File: src/include/core_defs.svh
`ifndef CORE_DEFS_SVH
`define CORE_DEFS_SVH

`define XLEN       32
`define REG_COUNT  32
`define DMEM_WORDS 64

// major opcodes of the supported instruction classes.
`define OP_R    7'b0110011
`define OP_I    7'b0010011
`define OP_S    7'b0100011
`define OP_B    7'b1100011
`define OP_U    7'b0110111
`define OP_J    7'b1101111
`define OP_LW   7'b0000011
`define OP_JALR 7'b1100111

// branch conditions as carried in funct3.
`define F3_BEQ 3'b000
`define F3_BNE 3'b001
`define F3_BLT 3'b010
`define F3_BGE 3'b011

`endif

File: src/rtl/regFile.sv
`include "core_defs.svh"

module regFile (
    input  logic              clk,
    input  logic              arstN,
    input  logic [4:0]        rs1,
    input  logic [4:0]        rs2,
    input  logic              we,
    input  logic [`XLEN-1:0]  wd,
    input  logic [4:0]        rd,
    output logic [`XLEN-1:0]  rd1,
    output logic [`XLEN-1:0]  rd2
);

    logic [`XLEN-1:0] regs [`REG_COUNT];

    always_ff @(posedge clk or negedge arstN) begin
        if (!arstN) begin
            for (int i = 0; i < `REG_COUNT; i++) begin
                regs[i] <= '0;
            end
        end else if (we && rd != 5'd0) begin
            regs[rd] <= wd;
        end
    end

    // a write in this cycle is visible to the reader at once.
    assign rd1 = (rs1 == 5'd0) ? '0 : (we && rd == rs1) ? wd : regs[rs1];
    assign rd2 = (rs2 == 5'd0) ? '0 : (we && rd == rs2) ? wd : regs[rs2];

endmodule

File: config.mk
export PLATFORM = sky130hd
export DESIGN_NAME = regFile
export DESIGN_NICKNAME = d
export VERILOG_FILES = /design/src/rtl/regFile.sv
export VERILOG_INCLUDE_DIRS = /design/src /design/src/include
export SDC_FILE = /design/constraint.sdc
export NUM_CORES = 2
export LEC_CHECK = 0
export ABC_CLOCK_PERIOD_IN_PS = 2500
export BUFFER_PORTS_ARGS = -buffer_cell sky130_fd_sc_hd__buf_2
export CAP_MARGIN = 20
export CORE_AREA = 2 2 352 354
export DETAILED_ROUTE_END_ITERATION = 10
export DIE_AREA = 0 0 354 356
export GPL_ROUTABILITY_DRIVEN = 0
export SLEW_MARGIN = 40
export SYNTH_ARGS = -nofsm -noshare
export SYNTH_HDL_FRONTEND = slang
export SYNTH_SLANG_ARGS = --single-unit
File: constraint.sdc
create_clock -name clk -period 2.5 [get_ports clk]
set_input_delay 0.375 -clock clk [delete_from_list [all_inputs] [get_ports clk]]
set_output_delay 0.375 -clock clk [all_outputs]
set_load 0.005 [all_outputs]
==> results_dict.tcl <==
set metrics [dict create \
    yosysUniqueCellTypes 53 \
    required_ns 2.12 \
    yosys_most_used_dff "dfrtp_1" \
    clock_skew_ns 0 \
    synth_seq_area_share_pct 47.0 \
    drt-met1-wl_um 81600 \
    dp.cells 5452 \
    slew_viol_final 0 \
    top_regs "regs x1024" \
    grt_pass1_vias 38100 \
    dpl_cell_area_mm2 0.0609 \
    viasPerCell 6.56 \
    yosysWarningCount 0 \
    totalPowerFinal_mw 51.3 \
    stdcell_area_mm2 0.0671 \
    synth-edff-count 0 \
    dr.pass1.iters 5 \
    mostFrequentLayoutCells "dfrtp_1 (1024), mux2_2 (895), mux4_2 (412)" \
    highest_layer "met5" \
    fin_setup_tns_ns -21.62 \
    core_area_mm2 0.123 \
    slowest_delay_ns 0.49 \
    via_count 37800 \
    p_leak_nw 29.4 \
    die_width_um 354 \
    fp.dieH_um 356 \
    syn-num-nets 3723 \
    synth-seq-cells 1024 \
    drt-initial-drc-count 3972 \
    overflow 0 \
    wl_per_cell_um 33.5 \
    ir_worst_vdd_mv 0.590 \
    worstMarginPinSlew_ns 0.755 \
    layout-drive-gt1-share_pct 57.5 \
    portBuffers 113 \
    final_nets 4078 \
    grt_setup_unrepaired "yes" \
    critPathKind "register to output pin" \
    fmax_ghz 0.329 \
    crit_path_start_kind "register" \
    post-route-period-util_pct 122 \
    met3_length_um 15100 \
    largest-register "regs" \
    fillers 10000 \
    largest_register_ff_count 1024 \
    num_io_pins 114 \
    drt_wl_total_um 193000 \
    slew_headroom_pct 49.5 \
    max_cap_violations 0 \
    crit_path_cell_trace "mux4_2 > a22o_1 > a2111oi_4 > a21oi_2 > a22o_1 > buf_2" \
    layout.cells.non_filler 5760 \
    start_util_pct 44.5 \
    wl_met2_um 89300 \
    hold_start "wd[31]" \
    synth_area_mm2 0.0545 \
    worstSkewPairLatency_ns 0.73 \
    cp_common_cell "a22o_1" \
    cp_max_fo 3 \
    holdWs_ns 0.101 \
    dp_hpwl_um 121000 \
    crit_family "compound AO/OA/AOI/OAI gates" \
    fin_util_pct 54.7 \
    drc 0 \
    status "finished, violations left" \
    path_clk_slew_ns 0.06 \
    critPathArrivalTime_ns 2.67 \
    ant_nets 0 \
    violations "negative setup slack" \
    max-clock-path-buffers 3 \
    area_delta_synth_final_pct 23.1 \
    power.density_mw_per_mm2 764 \
    hold_viol 0 \
    timing.critical_path.slowest_stage_cell "mux4_2" \
    cts_tree "done" \
    setup_violations 64 \
    grt_usage_pct 30.6 \
    synth.avg_cell_area_um2 14.9 \
    final_common_cell "dfrtp_1" \
    grt_max_degree 114 \
    hold_path.class "primary input to register" \
    antenna_found_initial 4 \
    cts_root_buf "clkbuf_16" \
    synth_async_sr_flop_share_pct 100 \
    cp-end-kind "output pin" \
    worst-path-buf-inv 1 \
    die_area_mm2 0.126 \
    post-place-ws_ns -0.670 \
    startpoint "regs[610]" \
    synthCells 3673 \
    setup_ws_ns -0.541 \
    cts-htree-levels 3 \
    rows 129 \
    grt_pass1_wl_um 281000 \
    cts_buffers 115 \
    r2r_start "regs[578]" \
    period_needed_ns 3.04 \
    cts.sinks 1024 \
]
## cells by family (layout without fill, tap and decap cells)
| logic type | count (synthesis) | count (layout) | share of synthesized area (%) |
|---|---|---|---|
| mux | 1634 | 1634 | 41.7 |
| flops | 1024 | 1024 | 47.0 |
| compound gates | 466 | 466 | 6.62 |
| buf+inv | 438 | 885 | 3.58 |
| simple gates | 101 | 102 | 0.938 |
| xor+xnor | 10 | 10 | 0.161 |
| other cells | 0 | 2 | 0 |
## cell usage after synthesis, drive strengths merged, types with 2 or more instances
library cell     n  area (µm²)
dfrtp         1024       25600
mux2           995       11200
mux4           412        9280
clkbuf         249         935
mux2i          227        2270
buf            188        1010
a22oi           95         713
a21oi           84         420
a22o            71         622
o22ai           44         275
o221ai          43         377
a2111oi         41         453
nand2           38         143
nor2            24        90.1
o211ai          17         128
a221o           12         120
o221a           12         135
a32o            10         100
o21ai           10        50.1
o21a             8        60.1
xnor2            8        70.1
nand3b           7        52.6
nor2b            7        43.8
a221oi           6        52.6
o22a             6        52.6
nor3b            5        42.5
a211oi           4        30.0
and3b            3        30.0
nand2b           3        18.8
and2             2        12.5
nand3            2        10.0
nor3             2        10.0
or2              2        12.5
or3b             2        17.5
xor2             2        17.5
## report_power, final
| part | switching, mW | total [mW] | internal [mW] |
|---|---|---|---|
| Sequential | 2.34 | 22.1 | 19.7 |
| Combinational | 4.64 | 11.5 | 6.81 |
| Clock | 7.21 | 17.8 | 10.5 |
| Total | 14.2 | 51.3 | 37.1 |
## path summary, 6_finish.rpt
kind                         endpoint  slack (ns)  depth (start not counted)
hold / removal              regs[863]        0.10                          2
min in group asynchronous   regs[736]        0.11                          2
hold reg to reg            regs[1002]        0.40                          0
setup reg to reg            regs[578]        1.51                          3
setup / recovery               rd1[2]       -0.54                          6
max in group asynchronous   regs[302]        1.41                          4
## cell type report
cell class | count | area (µm²) | area share [%]
Antenna cell | 2 | 5.00 | 0.00745
Sequential cell | 1024 | 25600 | 38.2
Clock buffer | 176 | 3480 | 5.18
Inverter | 1 | 3.75 | 0.00559
Multi-Input combinational cell | 2212 | 28500 | 42.4
Timing Repair Buffer | 674 | 7070 | 10.5
Clock inverter | 34 | 442 | 0.658
Tap cell | 1637 | 2050 | 3.05
## repair_timing
item	CTS	global route
resized for setup	220	53
endpoints found under the setup margin	64	64
hold endpoints to repair	526	0
pin swaps	141	35
hold buffers	1	0
buffers inserted	97	6
gates cloned	7	2
## metal layers
layer	track usage, %	vias up
li1	-	15100
met1	43.8	20700
met2	47.5	1699
met3	5.43	326
met4	10.0	2
met5	0	-
Note: power is estimated with default switching activity, not from simulation.
