==> config.mk <==
export PLATFORM = sky130hd
export DESIGN_NAME = decodeStage
export DESIGN_NICKNAME = d
export VERILOG_FILES = /design/src/rtl/corePkg.sv /design/src/rtl/mainController.sv /design/src/rtl/decodeStage.sv
export VERILOG_INCLUDE_DIRS = /design/src /design/src/include
export SDC_FILE = /design/constraint.sdc
export NUM_CORES = 1
export LEC_CHECK = 0
export ABC_AREA = 1
export BUFFER_PORTS_ARGS = -buffer_cell sky130_fd_sc_hd__buf_2
export CORE_MARGIN = 4
export CORE_UTILIZATION = 25
export CTS_CLUSTER_SIZE = 14
export DETAILED_ROUTE_END_ITERATION = 10
export SYNTH_ARGS = -nofsm -noshare
export SYNTH_HDL_FRONTEND = slang
export SYNTH_SLANG_ARGS = --single-unit
==> constraint.sdc <==
create_clock -name clk -period 0.81 [get_ports clk]
set_input_delay 0.1215 -clock clk [delete_from_list [all_inputs] [get_ports clk]]
set_output_delay 0.1215 -clock clk [all_outputs]
set_load 0.05 [all_outputs]
==> src/include/core_defs.svh <==
`ifndef CORE_DEFS_SVH
`define CORE_DEFS_SVH

`define XLEN       32
`define REG_COUNT  32
`define DMEM_WORDS 64

// major opcodes of the supported instruction classes.
`define OP_R    7'b0110011
`define OP_I    7'b0010011
`define OP_S    7'b0100011
`define OP_B    7'b1100011
`define OP_U    7'b0110111
`define OP_J    7'b1101111
`define OP_LW   7'b0000011
`define OP_JALR 7'b1100111

// branch conditions as carried in funct3.
`define F3_BEQ 3'b000
`define F3_BNE 3'b001
`define F3_BLT 3'b010
`define F3_BGE 3'b011

`endif

==> src/rtl/corePkg.sv <==
package corePkg;

    typedef enum logic [3:0] {
        ALU_ADD,
        ALU_SUB,
        ALU_AND,
        ALU_OR,
        ALU_XOR,
        ALU_SLT,
        ALU_SLTU,
        ALU_SLL,
        ALU_SRL,
        ALU_SRA
    } aluOpT;

    // where the write-back value of an instruction comes from.
    typedef enum logic [1:0] {
        RES_ALU,
        RES_MEM,
        RES_PC4,
        RES_IMM
    } resultSrcT;

    typedef enum logic [2:0] {BR_NONE, BR_EQ, BR_NE, BR_LT, BR_GE} branchT;

    typedef enum logic [1:0] {JMP_NONE, JMP_JAL, JMP_JALR} jumpT;

    typedef enum logic [2:0] {IMM_I, IMM_S, IMM_B, IMM_J, IMM_U} immSrcT;

endpackage

==> src/rtl/mainController.sv <==
`include "core_defs.svh"

module mainController
    import corePkg::*;
(
    input  logic [6:0] op,
    input  logic [2:0] funct3,
    output logic       regWrite,
    output resultSrcT  resultSrc,
    output logic       memWrite,
    output jumpT       jump,
    output branchT     branch,
    output logic       aluSrc,
    output immSrcT     immSrc,
    output logic [1:0] aluClass,  // 00 add, 01 branch, 10 register, 11 immediate.
    output logic       illegal
);

    always_comb begin
        regWrite  = 1'b0;
        resultSrc = RES_ALU;
        memWrite  = 1'b0;
        jump      = JMP_NONE;
        branch    = BR_NONE;
        aluSrc    = 1'b0;
        immSrc    = IMM_I;
        aluClass  = 2'b00;
        illegal   = 1'b0;
        case (op)
            `OP_R: begin
                regWrite = 1'b1;
                aluClass = 2'b10;
            end
            `OP_I: begin
                regWrite = 1'b1;
                aluSrc   = 1'b1;
                aluClass = 2'b11;
            end
            `OP_S: begin
                memWrite = 1'b1;
                aluSrc   = 1'b1;
                immSrc   = IMM_S;
            end
            `OP_B: begin
                immSrc   = IMM_B;
                aluClass = 2'b01;
                case (funct3)
                    `F3_BEQ: branch = BR_EQ;
                    `F3_BNE: branch = BR_NE;
                    `F3_BLT: branch = BR_LT;
                    `F3_BGE: branch = BR_GE;
                    default: illegal = 1'b1;  // unsigned compares are not supported.
                endcase
            end
            `OP_U: begin
                regWrite  = 1'b1;
                resultSrc = RES_IMM;
                immSrc    = IMM_U;
            end
            `OP_J: begin
                regWrite  = 1'b1;
                resultSrc = RES_PC4;
                immSrc    = IMM_J;
                jump      = JMP_JAL;
            end
            `OP_LW: begin
                regWrite  = 1'b1;
                resultSrc = RES_MEM;
                aluSrc    = 1'b1;
            end
            `OP_JALR: begin
                regWrite  = 1'b1;
                resultSrc = RES_PC4;
                aluSrc    = 1'b1;
                jump      = JMP_JALR;
            end
            default: illegal = 1'b1;
        endcase
    end

    // no instruction class both stores and writes a register.
    always_comb begin
        assert (!(memWrite && regWrite))
            else $error("mainController: memWrite and regWrite both set for op %h", op);
    end

endmodule

==> src/rtl/decodeStage.sv <==
`include "core_defs.svh"

module decodeStage
    import corePkg::*;
(
    input  logic              clk,
    input  logic              arstN,
    input  logic              instrValid,
    input  logic [31:0]       instr,
    input  logic [`XLEN-1:0]  pc,
    input  logic [`XLEN-1:0]  rd1,
    input  logic [`XLEN-1:0]  rd2,
    output logic [4:0]        rs1,
    output logic [4:0]        rs2,
    output logic              dValid,
    output logic              dRegWrite,
    output logic              dMemWrite,
    output resultSrcT         dResultSrc,
    output jumpT              dJump,
    output branchT            dBranch,
    output logic              dAluSrc,
    output aluOpT             dAluOp,
    output logic [4:0]        dRd,
    output logic [4:0]        dRs1,
    output logic [4:0]        dRs2,
    output logic [`XLEN-1:0]  dA,
    output logic [`XLEN-1:0]  dB,
    output logic [`XLEN-1:0]  dImm,
    output logic [`XLEN-1:0]  dPc,
    output logic              dIllegal
);

    logic [2:0]       funct3;
    logic             regWrite, memWrite, aluSrc, illegal;
    resultSrcT        resultSrc;
    jumpT             jump;
    branchT           branch;
    immSrcT           immSrc;
    logic [1:0]       aluClass;
    aluOpT            aluOp;
    logic [`XLEN-1:0] imm;

    assign funct3 = instr[14:12];
    assign rs1    = instr[19:15];
    assign rs2    = instr[24:20];

    mainController ctrl (
        .op(instr[6:0]), .funct3(funct3), .regWrite(regWrite), .resultSrc(resultSrc),
        .memWrite(memWrite), .jump(jump), .branch(branch), .aluSrc(aluSrc),
        .immSrc(immSrc), .aluClass(aluClass), .illegal(illegal)
    );

    // only register and immediate classes look at funct3, everything else adds.
    always_comb begin
        aluOp = ALU_ADD;
        if (aluClass[1]) begin
            case (funct3)
                3'b000:  aluOp = (aluClass == 2'b10 && instr[30]) ? ALU_SUB : ALU_ADD;
                3'b001:  aluOp = ALU_SLL;
                3'b010:  aluOp = ALU_SLT;
                3'b011:  aluOp = ALU_SLTU;
                3'b100:  aluOp = ALU_XOR;
                3'b101:  aluOp = instr[30] ? ALU_SRA : ALU_SRL;
                3'b110:  aluOp = ALU_OR;
                default: aluOp = ALU_AND;
            endcase
        end
    end

    always_comb begin
        case (immSrc)
            IMM_S:   imm = {{(`XLEN-12){instr[31]}}, instr[31:25], instr[11:7]};
            IMM_B:   imm = {{(`XLEN-13){instr[31]}}, instr[31], instr[7], instr[30:25],
                            instr[11:8], 1'b0};
            IMM_J:   imm = {{(`XLEN-21){instr[31]}}, instr[31], instr[19:12], instr[20],
                            instr[30:21], 1'b0};
            IMM_U:   imm = {instr[31:12], 12'b0};
            default: imm = {{(`XLEN-12){instr[31]}}, instr[31:20]};
        endcase
    end

    always_ff @(posedge clk or negedge arstN) begin
        if (!arstN) begin
            dValid    <= 1'b0;
            dRegWrite <= 1'b0;
            dMemWrite <= 1'b0;
            dJump     <= JMP_NONE;
            dBranch   <= BR_NONE;
            dIllegal  <= 1'b0;
        end else begin
            dValid    <= instrValid && !illegal;  // an illegal opcode leaves a bubble.
            dRegWrite <= instrValid && regWrite;
            dMemWrite <= instrValid && memWrite;
            dJump     <= instrValid ? jump : JMP_NONE;
            dBranch   <= instrValid ? branch : BR_NONE;
            dIllegal  <= instrValid && illegal;
        end
    end

    always_ff @(posedge clk) begin
        if (instrValid) begin
            dResultSrc <= resultSrc;
            dAluSrc    <= aluSrc;
            dAluOp     <= aluOp;
            dRd        <= instr[11:7];
            dRs1       <= rs1;
            dRs2       <= rs2;
            dA         <= rd1;
            dB         <= rd2;
            dImm       <= imm;
            dPc        <= pc;
        end
    end

endmodule

==> qor.yml <==
grt_pass1_vias: 4653
drive_gt1_frac: 0.526
cpLargestDelayFamily: "flip-flops"
powerDensity_mw_per_mm2: 2200
peakVddDrop_mv: 1.18
cts_tree: "yes"
core_sq_mm: 0.0218
fin_util: 0.483
syn_area_sq_mm: 0.00553
period_needed_ns: 1.13
max_cap_violations: 0
stdcell_area_sq_mm: 0.0106
yosys.area_share.simple: 0.0805
antenna_cells: 0
yosys.cell_count.top_type: "edfxtp_1"
yosys-top-cells-area: "edfxtp_1 81%, dfrtp_1 4.1%, nand2_1 2.9%"
required_ns: 0.69
drt-initial-drc-count: 170
crit_path_end_kind: "output port"
num_rows: 54
area_growth_pct: 90.7
overflow: 0
synth.top_cell.area_share: 0.814
gp_congestion: 0.810
start_util: 0.254
max_clock_freq_mhz: 884
fin_cells: 1063
placed_area_sq_mm: 0.00772
finalMaxSlewViolations: 0
fin_nets: 902
status: "complete, but fails checks"
min_period_over_period: 1.40
max_stage_delay_ns: 0.42
dr_wl_met3_mm: 1.79
vias_per_cell: 4.04
cp_max_fo: 1
port_buffers: 299
root_buffer: "clkbuf_16"
synthAdderAreaFrac: 0
hold_ws_ns: -0.000845
synth-xor-area-share: 0
setup_viol: 159
fillers: 1879
die_h_microns: 157
setup_tns_ns: -44.69
antenna_found_initial: 0
dr.pass1.iters: 4
muxShareOfSynthArea: 0
drc: 0
cts_made_buffers: 17
hold_class: "primary input to flip-flop"
critPathBufInv: 1
clk_pin_slew_ns: 0.07
synth_nets: 442
synth-seq-cells: 159
tightest_slew_ns: 0.258
die_w_microns: 157
grtUsageTotal: 0.139
placed_cells: 918
synth-compound-area-share: 0.0301
cp.arrival_ns: 1.01
met2_length_mm: 9.19
yosys_warnings: 0
crit_slowest_cell: "edfxtp_1"
p_leak_nw: 4.54
yosys.area.top_type: "edfxtp_1"
async_flop_share: 0.0566
startpoint_type: "flip-flop"
dieArea_sq_mm: 0.0246
final_antenna_net_count: 0
num_vias: 4296
wl_mm: 17.6
syn_inst: 311
synth.distinct_cells: 25
crit_chain: "buf_6"
synth.top_cells.by_count: "150 x edfxtp_1, 43 x nand2_1, 23 x nor2_1, 19 x inv_1, 11 x nand3_1"
met1_length_mm: 6.38
rsz0062_at_grt: "true"
setup_slack_ns: -0.322
dpl.hpwl_mm: 12.9
worstSetupPathType: "flip-flop to output port"
finalHoldViolations: 1
synth_flop_cell: "edfxtp_1"
violations: "hold timing, setup timing"
synth_top_family_by_area: "simple AND/OR/NAND/NOR gates"
seq_area_frac_synth: 0.855
cts_num_sinks: 159
wl_per_cell_microns: 16.5
synth-edff-count: 150
htreeDepth: 4
synth.avg_cell_area_sq_um: 17.8
highest_layer: "met4"
slew_headroom: 0.829
grt_pass1_wl_mm: 25.8
io_pins: 300
grt_max_degree: 36
clockBufferDepth: 2
[sequential cells by signal, indices dropped and copies added (netlist names)]
name	flops
dRs2	5
dB	32
dAluSrc	1
dValid	1
dRs1	5
dImm	32
dA	32
dResultSrc	2
dJump	2
dBranch	3
dAluOp	4
dMemWrite	1
dRegWrite	1
dRd	5
dIllegal	1
dPc	32
[cell families after synthesis]
logic type,Yosys count
DFF,159
buffers and inverters,37
and+or+nand+nor,92
AOI/OAI and AO/OA,23
[tightest hold or removal path: stages]
cell and delay, ns:
buf_2 0.11, buf_4 0.11, nor3_1 0.04
[cell usage in the layout (no fill, tap or decap), types with 5 or more instances in the layout]
cell	netlist	routed
inv_1	19	16
nor2_1	23	17
inv_2	4	5
o21ai_0	9	7
nand2_4	4	6
inv_6	0	6
dlygate4sd3_1	0	113
buf_12	0	6
clkbuf_16	0	17
buf_2	1	136
edfxtp_1	150	150
nand2_1	43	37
buf_6	0	165
nand3_1	11	9
o211ai_2	5	5
buf_4	10	33
nor2_4	2	6
dfrtp_1	9	9
[layout make-up]
| type | count | area, sq um | share of cell area |
|---|---|---|---|
| clock inverters | 14 | 173 | 0.0164 |
| flip-flops and latches | 159 | 4730 | 0.448 |
| repair buffers | 453 | 4040 | 0.383 |
| multi-input cells | 115 | 722 | 0.0684 |
| well taps | 280 | 350 | 0.0332 |
| clock buffers | 17 | 425 | 0.0403 |
| inverters | 25 | 114 | 0.0108 |
[metal layers]
metal | track usage | vias up
li1 | - | 2046
met1 | 0.150 | 2030
met2 | 0.251 | 200
met3 | 0.0537 | 20
met4 | 0.0401 | 0
met5 | 0 | -
[final timing paths]
| kind | endpoint | start | slack [ns] | depth (start not counted) |
|---|---|---|---|---|
| setup / recovery | dAluOp[0] | dAluOp[0] | -0.32 | 1 |
| hold / removal | dBranch[0] | instr[14] | -0.0008 | 3 |
| max in group asynchronous | dIllegal | arstN | 0.53 | 2 |
| min in group asynchronous | dBranch[1] | arstN | 0.10 | 2 |
[power breakdown]
group          switching [mW]  internal (mW)
sequential              0.284           9.69
combinational            3.11           1.90
clock                    3.52           4.66
total                    6.92           16.3
[what timing repair did]
| item | 4_1_cts | 5_1_grt |
|---|---|---|
| hold endpoints to repair | 128 | 0 |
| pin swaps | 0 | 7 |
| hold buffers | 114 | 0 |
| buffers inserted | 0 | 2 |
| setup endpoints to repair | 179 | 182 |
| gates cloned | 0 | 0 |
| resized for setup | 320 | 24 |
[per-stage QoR]
step	power [mW]	worst slack, ns
global route	24.1	-0.366
detailed placement	13.9	-0.531
floorplan	12.5	-0.241
CTS	23.4	-0.351
global placement	13.8	-0.494
finish	23.2	-0.322
Note: power is estimated with default switching activity, not from simulation.
