`src/include/core_defs.svh`:
```
`ifndef CORE_DEFS_SVH
`define CORE_DEFS_SVH

`define XLEN       32
`define REG_COUNT  32
`define DMEM_WORDS 64

// major opcodes of the supported instruction classes.
`define OP_R    7'b0110011
`define OP_I    7'b0010011
`define OP_S    7'b0100011
`define OP_B    7'b1100011
`define OP_U    7'b0110111
`define OP_J    7'b1101111
`define OP_LW   7'b0000011
`define OP_JALR 7'b1100111

// branch conditions as carried in funct3.
`define F3_BEQ 3'b000
`define F3_BNE 3'b001
`define F3_BLT 3'b010
`define F3_BGE 3'b011

`endif

```
`src/rtl/corePkg.sv`:
```
package corePkg;

    typedef enum logic [3:0] {
        ALU_ADD,
        ALU_SUB,
        ALU_AND,
        ALU_OR,
        ALU_XOR,
        ALU_SLT,
        ALU_SLTU,
        ALU_SLL,
        ALU_SRL,
        ALU_SRA
    } aluOpT;

    // where the write-back value of an instruction comes from.
    typedef enum logic [1:0] {
        RES_ALU,
        RES_MEM,
        RES_PC4,
        RES_IMM
    } resultSrcT;

    typedef enum logic [2:0] {BR_NONE, BR_EQ, BR_NE, BR_LT, BR_GE} branchT;

    typedef enum logic [1:0] {JMP_NONE, JMP_JAL, JMP_JALR} jumpT;

    typedef enum logic [2:0] {IMM_I, IMM_S, IMM_B, IMM_J, IMM_U} immSrcT;

endpackage

```
`src/rtl/executeStage.sv`:
```
`include "core_defs.svh"

module executeStage
    import corePkg::*;
(
    input  logic              clk,
    input  logic              arstN,
    input  logic              dValid,
    input  logic              dRegWrite,
    input  logic              dMemWrite,
    input  resultSrcT         dResultSrc,
    input  jumpT              dJump,
    input  branchT            dBranch,
    input  logic              dAluSrc,
    input  aluOpT             dAluOp,
    input  logic [4:0]        dRd,
    input  logic [4:0]        dRs1,
    input  logic [4:0]        dRs2,
    input  logic [`XLEN-1:0]  dA,
    input  logic [`XLEN-1:0]  dB,
    input  logic [`XLEN-1:0]  dImm,
    input  logic [`XLEN-1:0]  dPc,
    input  logic              dIllegal,
    input  logic              wbEn,
    input  logic [4:0]        wbRd,
    input  logic [`XLEN-1:0]  wbValue,
    output logic              eValid,
    output logic              eRegWrite,
    output logic              eMemWrite,
    output resultSrcT         eResultSrc,
    output logic [4:0]        eRd,
    output logic [`XLEN-1:0]  eAlu,
    output logic [`XLEN-1:0]  eStore,
    output logic [`XLEN-1:0]  eLink,
    output logic [`XLEN-1:0]  eImm,
    output logic              eIllegal,
    output logic              redirectValid,
    output logic [`XLEN-1:0]  redirectPc
);

    logic [`XLEN-1:0] fwdA, fwdB, opB, aluOut, jalrSum, target;
    logic             taken, redirect;

    // the instruction one ahead is in the result stage and has the newest value.
    assign fwdA = (wbEn && wbRd == dRs1 && dRs1 != 5'd0) ? wbValue : dA;
    assign fwdB = (wbEn && wbRd == dRs2 && dRs2 != 5'd0) ? wbValue : dB;
    assign opB  = dAluSrc ? dImm : fwdB;

    always_comb begin
        case (dAluOp)
            ALU_SUB:  aluOut = fwdA - opB;
            ALU_AND:  aluOut = fwdA & opB;
            ALU_OR:   aluOut = fwdA | opB;
            ALU_XOR:  aluOut = fwdA ^ opB;
            ALU_SLT:  aluOut = {{(`XLEN-1){1'b0}}, $signed(fwdA) < $signed(opB)};
            ALU_SLTU: aluOut = {{(`XLEN-1){1'b0}}, fwdA < opB};
            ALU_SLL:  aluOut = fwdA << opB[4:0];
            ALU_SRL:  aluOut = fwdA >> opB[4:0];
            ALU_SRA:  aluOut = $signed(fwdA) >>> opB[4:0];
            default:  aluOut = fwdA + opB;
        endcase
    end

    always_comb begin
        case (dBranch)
            BR_EQ:   taken = (fwdA == fwdB);
            BR_NE:   taken = (fwdA != fwdB);
            BR_LT:   taken = ($signed(fwdA) < $signed(fwdB));
            BR_GE:   taken = ($signed(fwdA) >= $signed(fwdB));
            default: taken = 1'b0;
        endcase
    end

    assign jalrSum  = fwdA + dImm;
    assign target   = (dJump == JMP_JALR) ? {jalrSum[`XLEN-1:1], 1'b0} : dPc + dImm;
    assign redirect = dValid && (taken || dJump != JMP_NONE);

    always_ff @(posedge clk or negedge arstN) begin
        if (!arstN) begin
            eValid        <= 1'b0;
            eRegWrite     <= 1'b0;
            eMemWrite     <= 1'b0;
            eIllegal      <= 1'b0;
            redirectValid <= 1'b0;
        end else begin
            eValid        <= dValid;
            eRegWrite     <= dRegWrite;
            eMemWrite     <= dMemWrite;
            eIllegal      <= dIllegal;
            redirectValid <= redirect;
        end
    end

    always_ff @(posedge clk) begin
        eResultSrc <= dResultSrc;
        eRd        <= dRd;
        eAlu       <= aluOut;
        eStore     <= fwdB;
        eLink      <= dPc + `XLEN'(4);
        eImm       <= dImm;
        redirectPc <= target;
    end

    // a redirecting instruction never stores and writes back nothing but its link value.
    assert property (@(posedge clk) disable iff (!arstN)
        redirectValid |-> !eMemWrite && (!eRegWrite || eResultSrc == RES_PC4))
        else $error("executeStage: redirect from an instruction that stores or writes no link");

endmodule

```
`config.mk`:
```
export PLATFORM = sky130hd
export DESIGN_NAME = executeStage
export DESIGN_NICKNAME = d
export VERILOG_FILES = /design/src/rtl/corePkg.sv /design/src/rtl/executeStage.sv
export VERILOG_INCLUDE_DIRS = /design/src /design/src/include
export SDC_FILE = /design/constraint.sdc
export NUM_CORES = 1
export LEC_CHECK = 0
export BUFFER_PORTS_ARGS = -buffer_cell sky130_fd_sc_hd__buf_2
export CORE_MARGIN = 1.5
export CORE_UTILIZATION = 45
export CTS_BUF_LIST = sky130_fd_sc_hd__clkbuf_8
export DETAILED_ROUTE_END_ITERATION = 10
export PLACE_DENSITY = 0.67
export SLEW_MARGIN = 20
export SYNTH_ARGS = -nofsm -noshare
export SYNTH_HDL_FRONTEND = slang
export SYNTH_SLANG_ARGS = --single-unit
```
`constraint.sdc`:
```
create_clock -name clk -period 0.8 [get_ports clk]
set_input_delay 0.08 -clock clk [delete_from_list [all_inputs] [get_ports clk]]
set_output_delay 0.08 -clock clk [all_outputs]
set_load 0.005 [all_outputs]
```
==> results of run 1 <==
cell families after synthesis:
family | share of synthesized area, %
AOI/OAI and AO/OA | 26.8
xor gates and xnor gates | 4.77
adders and majority gates | 12.9
buffers and inverters | 6.41
DFF | 18.3
muxes | 13.9
and+or+nand+nor | 16.9
metrics by stage:
step	std cells	TNS [ps]	instance area [sq um]
after CTS	4314	-239470	32600
after floorplan	2464	-190490	20000
after detailed placement	4099	-253210	28400
after global placement	4099	-246720	28400
routing by layer:
layer	global-route usage [%]	overflow
met5	62.2	17
met3	83.2	55
met4	95.1	230
met2	102	429
met1	88.5	68
repair_timing:
item / in CTS
buffers inserted: 123
cloned: 4
pin swaps: 180
setup endpoints to repair: 285
hold endpoints to repair: 115
gates resized for setup: 492
hold buffers: 76
==> impl_metrics.py, run 1 <==
metrics = {
    "status": {
        "run_status": "did not finish",
        "failing_step": "global routing",
        "error": "[ERROR GRT-0232] Routing congestion too high. Check the congestion heatmap in the GUI.",
    },
    "synthesis": {
        "seq_area_frac_synth_pct": 18.3,
        "synth_cell_types": 99,
        "synth-seq-cells": 172,
        "synthTopCellsByArea": "dfxtp_1, ha_1, mux2i_1",
        "async_flop_share_pct": 2.91,
        "postSynthCellCount": 2464,
        "yosys.area.top_type_share_pct": 17.7,
        "synthTopCellsByCount": "nand2_1, a21oi_1, nor2_1, ha_1, dfxtp_1",
        "synth-edff-count": 0,
        "yosys_warnings": 0,
        "synth.most_common_cell": "nand2_1",
        "syn_avg_cell_area_sq_um": 7.67,
        "ys.flop_type": "dfxtp_1",
        "yosys.area.top_type": "dfxtp_1",
        "netlist_area_sq_mm": 0.0189,
        "syn-num-nets": 2856,
    },
    "sta": {
        "worstEndpointType": "register input",
        "postGrtWorstEndpoint": "redirectPc[28]$_DFF_P_/D",
    },
    "cts": {
        "clockBufferDepth": 2,
        "h-tree-depth": 4,
        "root_buffer": "clkbuf_8",
        "cts_sinks": 172,
        "cts_made_buffers": 17,
    },
    "floorplanning": {
        "ioPinCount": 371,
        "fp.dieH_um": 208,
        "initial_core_util_pct": 46.0,
        "die_w_um": 208,
        "row_count": 74,
    },
    "global_route": {
        "grt_max_degree": 67,
        "gr-total-overflow": 799,
        "track_usage_pct": 91.1,
    },
    "placement": {
        "dp_hpwl_um": 85700,
        "port_buffers": 370,
        "place_congestion": 1.07,
        "place_ws_ps": -3800,
    },
}
==> run 2: changes to the inputs <==
- CORE_UTILIZATION: 45 -> 30
- CTS_BUF_LIST: sky130_fd_sc_hd__clkbuf_8 -> not set
- PLACE_DENSITY: 0.67 -> not set
- PLACE_DENSITY_LB_ADDON: not set -> 0.15
==> run 2 against run 1 <==
The flow now finishes, with violations (negative hold slack, negative setup slack). Synthesized area did not move. Synthesized cell count stayed put.
==> impl_metrics.py, run 2 <==
metrics = {
    "layout": {
        "mostFrequentLayoutCells": "buf_4, buf_2, nand2_1, nor2_1, ha_1",
        "fin_nets": 4249,
        "drive_above_1_share_pct": 53.5,
        "final_common_cell": "buf_4",
        "area_growth_pct": 83.5,
        "post-route-util_pct": 56.0,
        "fin_cells": 4711,
        "fillers": 5885,
    },
    "setup_path": {
        "worstSetupEndpointType": "flip-flop",
        "critical-path-top-delay-family": "compound AO/OA/AOI/OAI gates",
        "critPathMaxFanout": 6,
        "cp_cell_sequence": "buf_6 > or2_0 > o21a_2 > nor3_4 > buf_12 > buf_8 > mux2_4 > mux2_4 > ha_4 > a21o_1 > a21oi_2 > o21bai_2 > a41oi_4 > a21oi_2 > a311o_1 > buf_4 > a221o_1 > a21oi_2 > buf_4 > o221ai_4 > a31o_1",
        "cp_slowest_cell": "a311o_1",
        "crit_arrival_ps": 4410,
        "critPathMostFrequentCell": "a21oi_2",
        "setup.worst_path.start_class": "input pin",
        "crit_type": "in2reg",
        "cpPeakStageDelay_ps": 450,
        "path_buf_inv": 5,
        "critical_path_required_ps": 1210,
    },
    "global_route": {
        "grt_pass1_wl_um": 167000,
        "track_usage_pct": 35.6,
        "grt_max_degree": 67,
        "grt_pass1_vias": 25000,
        "antenna_found_initial": 4,
        "gr-total-overflow": 0,
    },
    "sta": {
        "hold_viol": 12,
        "worst_slack_ps": -3200,
        "rsz0062_at_grt": "true",
        "fin_setup_tns_ps": -225830,
        "whs_ps": -97.3,
        "finalCritPeriodShare_pct": 500,
        "layout_min_cycle_time_ps": 4000,
        "finalSetupViolCount": 285,
        "clock.fmax_mhz": 250,
        "drv_slew": 0,
        "slew_headroom_pct": 51.8,
        "worst_slew_pin_slew_ps": 723,
    },
    "synthesis": {
        "async_flop_share_pct": 2.91,
        "synth-seq-cells": 172,
        "synthTopCellsByCount": "nand2_1, a21oi_1, nor2_1, ha_1, dfxtp_1",
        "synth_cell_types": 99,
        "yosys.area.top_type_share_pct": 17.7,
        "yosys.area.top_type": "dfxtp_1",
        "syn-num-nets": 2856,
        "ys.flop_type": "dfxtp_1",
        "postSynthCellCount": 2464,
        "synthTopCellsByArea": "dfxtp_1, ha_1, mux2i_1",
        "netlist_area_sq_mm": 0.0189,
        "seq_area_frac_synth_pct": 18.3,
        "synth.most_common_cell": "nand2_1",
        "syn_avg_cell_area_sq_um": 7.67,
        "synth-edff-count": 0,
        "yosys_warnings": 0,
    },
    "detailed_routing": {
        "first_pass_iters": 5,
        "drt_iter0_markers": 2047,
        "wl_per_cell_um": 24.9,
        "drtAntennaViolNets": 0,
        "drc_errors": 0,
        "via_count": 25200,
        "finalWirelength_um": 118000,
        "vias_per_cell": 5.34,
    },
    "floorplanning": {
        "ioPinCount": 371,
        "coreArea_sq_mm": 0.0619,
        "dieArea_sq_mm": 0.0645,
        "fp.dieH_um": 254,
        "die_w_um": 254,
        "row_count": 91,
        "initial_core_util_pct": 30.5,
    },
    "power": {
        "p_total_mw": 48.6,
        "leakage_nw": 16.7,
        "p_per_area_mw_per_mm2": 1400,
        "vdd_drop_max_v": 0.00155,
    },
    "min_path": {
        "min_path_cells": 3,
        "hp-class": "in2reg",
        "worstHoldStart": "dBranch[1]",
        "min_to": "redirectValid$_DFF_PN0_",
    },
    "cts": {
        "cts_sinks": 172,
        "root_buffer": "clkbuf_16",
        "h-tree-depth": 4,
        "clk_pin_slew_ps": 90,
        "clockBufferDepth": 2,
        "cts_made_buffers": 17,
        "cts_tree": "built",
    },
    "placement": {
        "place_congestion": 1.01,
        "dp.cells": 4491,
        "port_buffers": 370,
        "dp_hpwl_um": 96200,
    },
    "status": {
        "run_status": "finished, violations left",
        "violations": "negative hold slack, negative setup slack",
    },
    "run": {
        "max_cap_violations": 0,
    },
}
-- run 2: report_power, final --
group,switching [mW],internal (mW),leakage [nW]
Clock,5.07,4.27,0.294
Sequential,0.466,9.74,1.47
Combinational,14.9,14.2,15.0
Total,20.4,28.2,16.7
-- run 2: worst min-delay path, stage by stage --
cell and delay (ps):
buf_2 100, or4b_1 100, a31oi_1 90
-- run 2: final cells by class --
cell class              count  area [sq um]  share of cell area (%)
multi-input cells        2000         16900                    48.8
repair buffers           1514         11900                    34.3
flip-flops and latches    172          3590                    10.4
well taps                 837          1050                    3.02
inverters                 152           609                    1.76
clock buffers              17           425                    1.23
clock inverters            15           183                   0.527
diodes                      4          10.0                  0.0289
-- run 2: logic make-up (layout without fill, tap and decap cells) --
logic type      count (synthesis)  after routing  share of synthesized area [%]
simple gates                  695            695                           16.9
buf+inv                       292           1698                           6.41
xor+xnor                      103            103                           4.77
flops                         172            172                           18.3
mux                           243            243                           13.9
other cells                     0              4                              0
compound gates                766            766                           26.8
fa+ha+maj                     193            193                           12.9
-- run 2: metal layers --
| layer | vias up | wire [um] | global-route usage [%] |
|---|---|---|---|
| met1 | 12300 | 50000 | 45.2 |
| li1 | 11800 | - | - |
| met2 | 925 | 52800 | 57.5 |
| met3 | 190 | 7100 | 5.01 |
| met4 | 0 | 7580 | 20.7 |
| met5 | - | 0 | 0 |
-- run 2: worst max-delay path by stage --
stage | start | end | slack, ps | cells past startpoint
2_1_floorplan | wbRd[4] | eAlu[31]$_DFF_P_ | -3500 | 21
3_3_place_gp | wbRd[4] | eAlu[19]$_DFF_P_ | -3800 | 21
3_5_place_dp | wbRd[4] | eAlu[31]$_DFF_P_ | -3830 | 21
4_1_cts | wbRd[4] | eAlu[30]$_DFF_P_ | -3080 | 22
5_1_grt | dRs2[4] | eAlu[19]$_DFF_P_ | -3290 | 20
6_report | dRs2[4] | eAlu[19]$_DFF_P_ | -3200 | 21
-- run 2: what timing repair did --
action | in CTS | in global routing
hold buffers | 80 | 1
pin swaps | 108 | 141
buffers inserted | 53 | 60
endpoints found under the hold margin | 106 | 21
gates cloned | 5 | 1
endpoints found under the setup margin | 286 | 293
gates resized for setup | 337 | 364
-- run 2: per-stage QoR --
stage	hold WS (ps)	area [sq um]	setup slack, ps
global route	-111	34700	-3290
finish	-97.3	34700	-3200
CTS	-128	32900	-3080
global placement	-108	29400	-3800
floorplan	-216	20000	-3500
detailed placement	-104	29400	-3830
Power figures use the tool's default switching activity.
==> run 3: changes to the inputs <==
- ABC_AREA: not set -> 1
==> run 3 against run 2 <==
The flow still finishes with violations (negative hold slack, negative setup slack). Global-route usage down 1.6 points. Critical path depth up 1. Sequential cell count unchanged. Total power up 1.3%. Synthesized cell count up 31%. Wire length up 0.58%. First-iteration DRC count up 8.7%. Synthesized area up 2.1%. Largest power group unchanged.
==> impl_metrics.py, run 3 <==
metrics = {
    "detailed_routing": {
        "wl_met2_um": 55000,
        "drtAntennaViolNets": 0,
        "via_count": 28300,
        "drc_errors": 0,
        "first_pass_iters": 6,
        "vias_per_cell": 5.11,
        "wl_met1_um": 47900,
        "finalWirelength_um": 118000,
        "drt_iter0_markers": 2225,
        "top_layer": "met5",
        "wl_met3_um": 7430,
        "wl_per_cell_um": 21.3,
    },
    "cts": {
        "clk_pin_slew_ps": 80,
        "cts_sinks": 172,
        "root_buffer": "clkbuf_16",
        "cts_tree": "built",
        "cts_made_buffers": 17,
        "clockBufferDepth": 2,
        "h-tree-depth": 4,
    },
    "floorplanning": {
        "row_count": 92,
        "initial_core_util_pct": 30.5,
        "dieArea_sq_mm": 0.0659,
        "coreArea_sq_mm": 0.0633,
        "die_w_um": 257,
        "fp.dieH_um": 257,
        "ioPinCount": 371,
    },
    "power": {
        "p_total_mw": 49.2,
        "leakage_nw": 18.3,
        "vdd_drop_max_v": 0.00148,
        "p_per_area_mw_per_mm2": 1340,
    },
    "sta": {
        "layout_min_cycle_time_ps": 2880,
        "clock.fmax_mhz": 348,
        "whs_ps": -143,
        "drv_slew": 0,
        "worst_slew_pin_slew_ps": 640,
        "rsz0062_at_grt": "true",
        "hold_viol": 9,
        "slew_headroom_pct": 56.8,
        "finalSetupViolCount": 287,
        "fin_setup_tns_ps": -166730,
        "finalCritPeriodShare_pct": 359,
        "worst_slack_ps": -2080,
    },
    "global_route": {
        "track_usage_pct": 34.0,
        "grt_max_degree": 70,
        "gr-total-overflow": 0,
        "grt_pass1_wl_um": 168000,
        "grt_pass1_vias": 27700,
        "antenna_found_initial": 5,
    },
    "placement": {
        "port_buffers": 370,
        "dp_hpwl_um": 94000,
        "place_congestion": 1.01,
        "dp.cells": 5294,
        "dpl-instance-area_sq_mm": 0.0301,
    },
    "setup_path": {
        "crit_arrival_ps": 3310,
        "critical_path_required_ps": 1230,
        "critPathMaxFanout": 6,
        "critical-path-top-delay-family": "compound AO/OA/AOI/OAI gates",
        "critPathMostFrequentCell": "a21oi_4",
        "path_buf_inv": 4,
        "setup.worst_path.start_class": "input pin",
        "cp_cell_sequence": "buf_6 > or2_4 > a21oi_4 > nand3_4 > clkbuf_16 > buf_6 > nand2_2 > o21a_4 > inv_8 > ha_4 > a21oi_4 > nand2_4 > a21oi_4 > o21ai_2 > a21boi_2 > o21ai_4 > a21boi_2 > nor2_1 > nor2_1 > xnor2_1 > nand2_1 > nand2_2",
        "cp_slowest_cell": "ha_4",
        "crit_type": "in2reg",
        "worstSetupEndpointType": "flip-flop",
        "cpPeakStageDelay_ps": 270,
    },
    "synthesis": {
        "synth_xor_area_share_pct": 2.59,
        "async_flop_share_pct": 2.91,
        "netlist_area_sq_mm": 0.0193,
        "synth-edff-count": 0,
        "postSynthCellCount": 3227,
        "synth_top_family_by_area": "simple AND/OR/NAND/NOR gates",
        "yosys.area_share.adder_pct": 12.7,
        "yosys.area.top_type": "dfxtp_1",
        "synth.most_common_cell": "nand2_1",
        "syn_avg_cell_area_sq_um": 5.98,
        "synthTopCellsByArea": "dfxtp_1, nand2_1, ha_1",
        "synthTopCellsByCount": "nand2_1, nand3_1, inv_1, a21oi_1, nor2_1",
        "yosys.area.top_type_share_pct": 17.3,
        "synth_compound_area_share_pct": 18.9,
        "synth_simple_gate_area_share_pct": 36.1,
        "synth-seq-cells": 172,
        "yosys_warnings": 0,
        "syn-num-nets": 3619,
        "muxShareOfSynthArea_pct": 0,
        "seq_area_frac_synth_pct": 18.0,
        "ys.flop_type": "dfxtp_1",
        "synth_cell_types": 57,
    },
    "layout": {
        "fillers": 6104,
        "post-route-util_pct": 58.1,
        "drive_above_1_share_pct": 49.5,
        "fin_cells": 5543,
        "fin_nets": 5074,
        "area_growth_pct": 90.4,
        "multi_input_area_sq_mm": 0.0176,
        "mostFrequentLayoutCells": "buf_4, nand2_1, nand3_1, buf_2, inv_1",
        "final_common_cell": "buf_4",
        "regArea_sq_mm": 0.00351,
        "finish.instance_area_sq_mm": 0.0368,
    },
    "run": {
        "max_cap_violations": 0,
    },
    "min_path": {
        "hp-class": "in2reg",
    },
    "status": {
        "run_status": "finished, violations left",
        "violations": "negative hold slack, negative setup slack",
    },
}
==> run 3: final cells by class <==
cell class,instances,share of cell area (%)
diodes,2,0.0136
clock buffers,17,1.16
clock inverters,15,0.521
inverters,455,4.89
multi-input cells,2483,47.9
flip-flops and latches,172,9.55
well taps,846,2.88
repair buffers,1553,33.1
==> run 3: path summary, 6_finish.rpt <==
| path | start | endpoint | slack, ps | cells past startpoint |
|---|---|---|---|---|
| min | dB[6] | eStore[6]$_DFF_P_ | -140 | 3 |
| min in group asynchronous | arstN | eRegWrite$_DFF_PN0_ | 540 | 3 |
| max | dRs1[1] | redirectPc[20]$_DFF_P_ | -2080 | 22 |
| max in group asynchronous | arstN | redirectValid$_DFF_PN0_ | 40 | 3 |
==> run 3: power breakdown <==
group          total [mW]  internal [mW]  switching [mW]
Clock                9.36           4.28            5.08
Combinational        29.7           13.6            16.1
Sequential           10.1           9.67           0.459
Total                49.2           27.6            21.7
==> run 3: per-layer routing <==
metal  up-vias  global-route usage (%)
li1      13700                       -
met5         -                       0
met2      1043                    56.9
met3       264                    6.07
met1     13300                    40.6
met4         6                    20.0
==> run 3: stage by stage <==
| step | worst slack [ps] | hold slack [ps] |
|---|---|---|
| global route | -2180 | -149 |
| CTS | -1940 | -155 |
| floorplan | -2220 | -216 |
| finish | -2080 | -143 |
| global placement | -2830 | -91.7 |
| detailed placement | -2890 | -85.9 |
==> run 3: what timing repair did <==
action                                  in CTS  in global routing
hold endpoints to repair                    90                 13
resized for setup                          521                555
gates cloned                                 5                  5
pin swaps                                  141                297
endpoints found under the setup margin     286                296
setup buffers                               55                 94
hold buffers                                75                  2
==> run 3: logic make-up after synthesis <==
kind of cell    after synthesis
xor+xnor                     57
simple gates               1596
compound gates              637
fa+ha+maj                   193
flops                       172
buf+inv                     572
==> run 3: tightest hold or removal path, delay by kind of cell <==
kind / cells / cell delay (ps)
AO/OA/AOI/OAI: 1 / 70
AND/OR/NAND/NOR: 1 / 60
buffers and inverters: 1 / 110
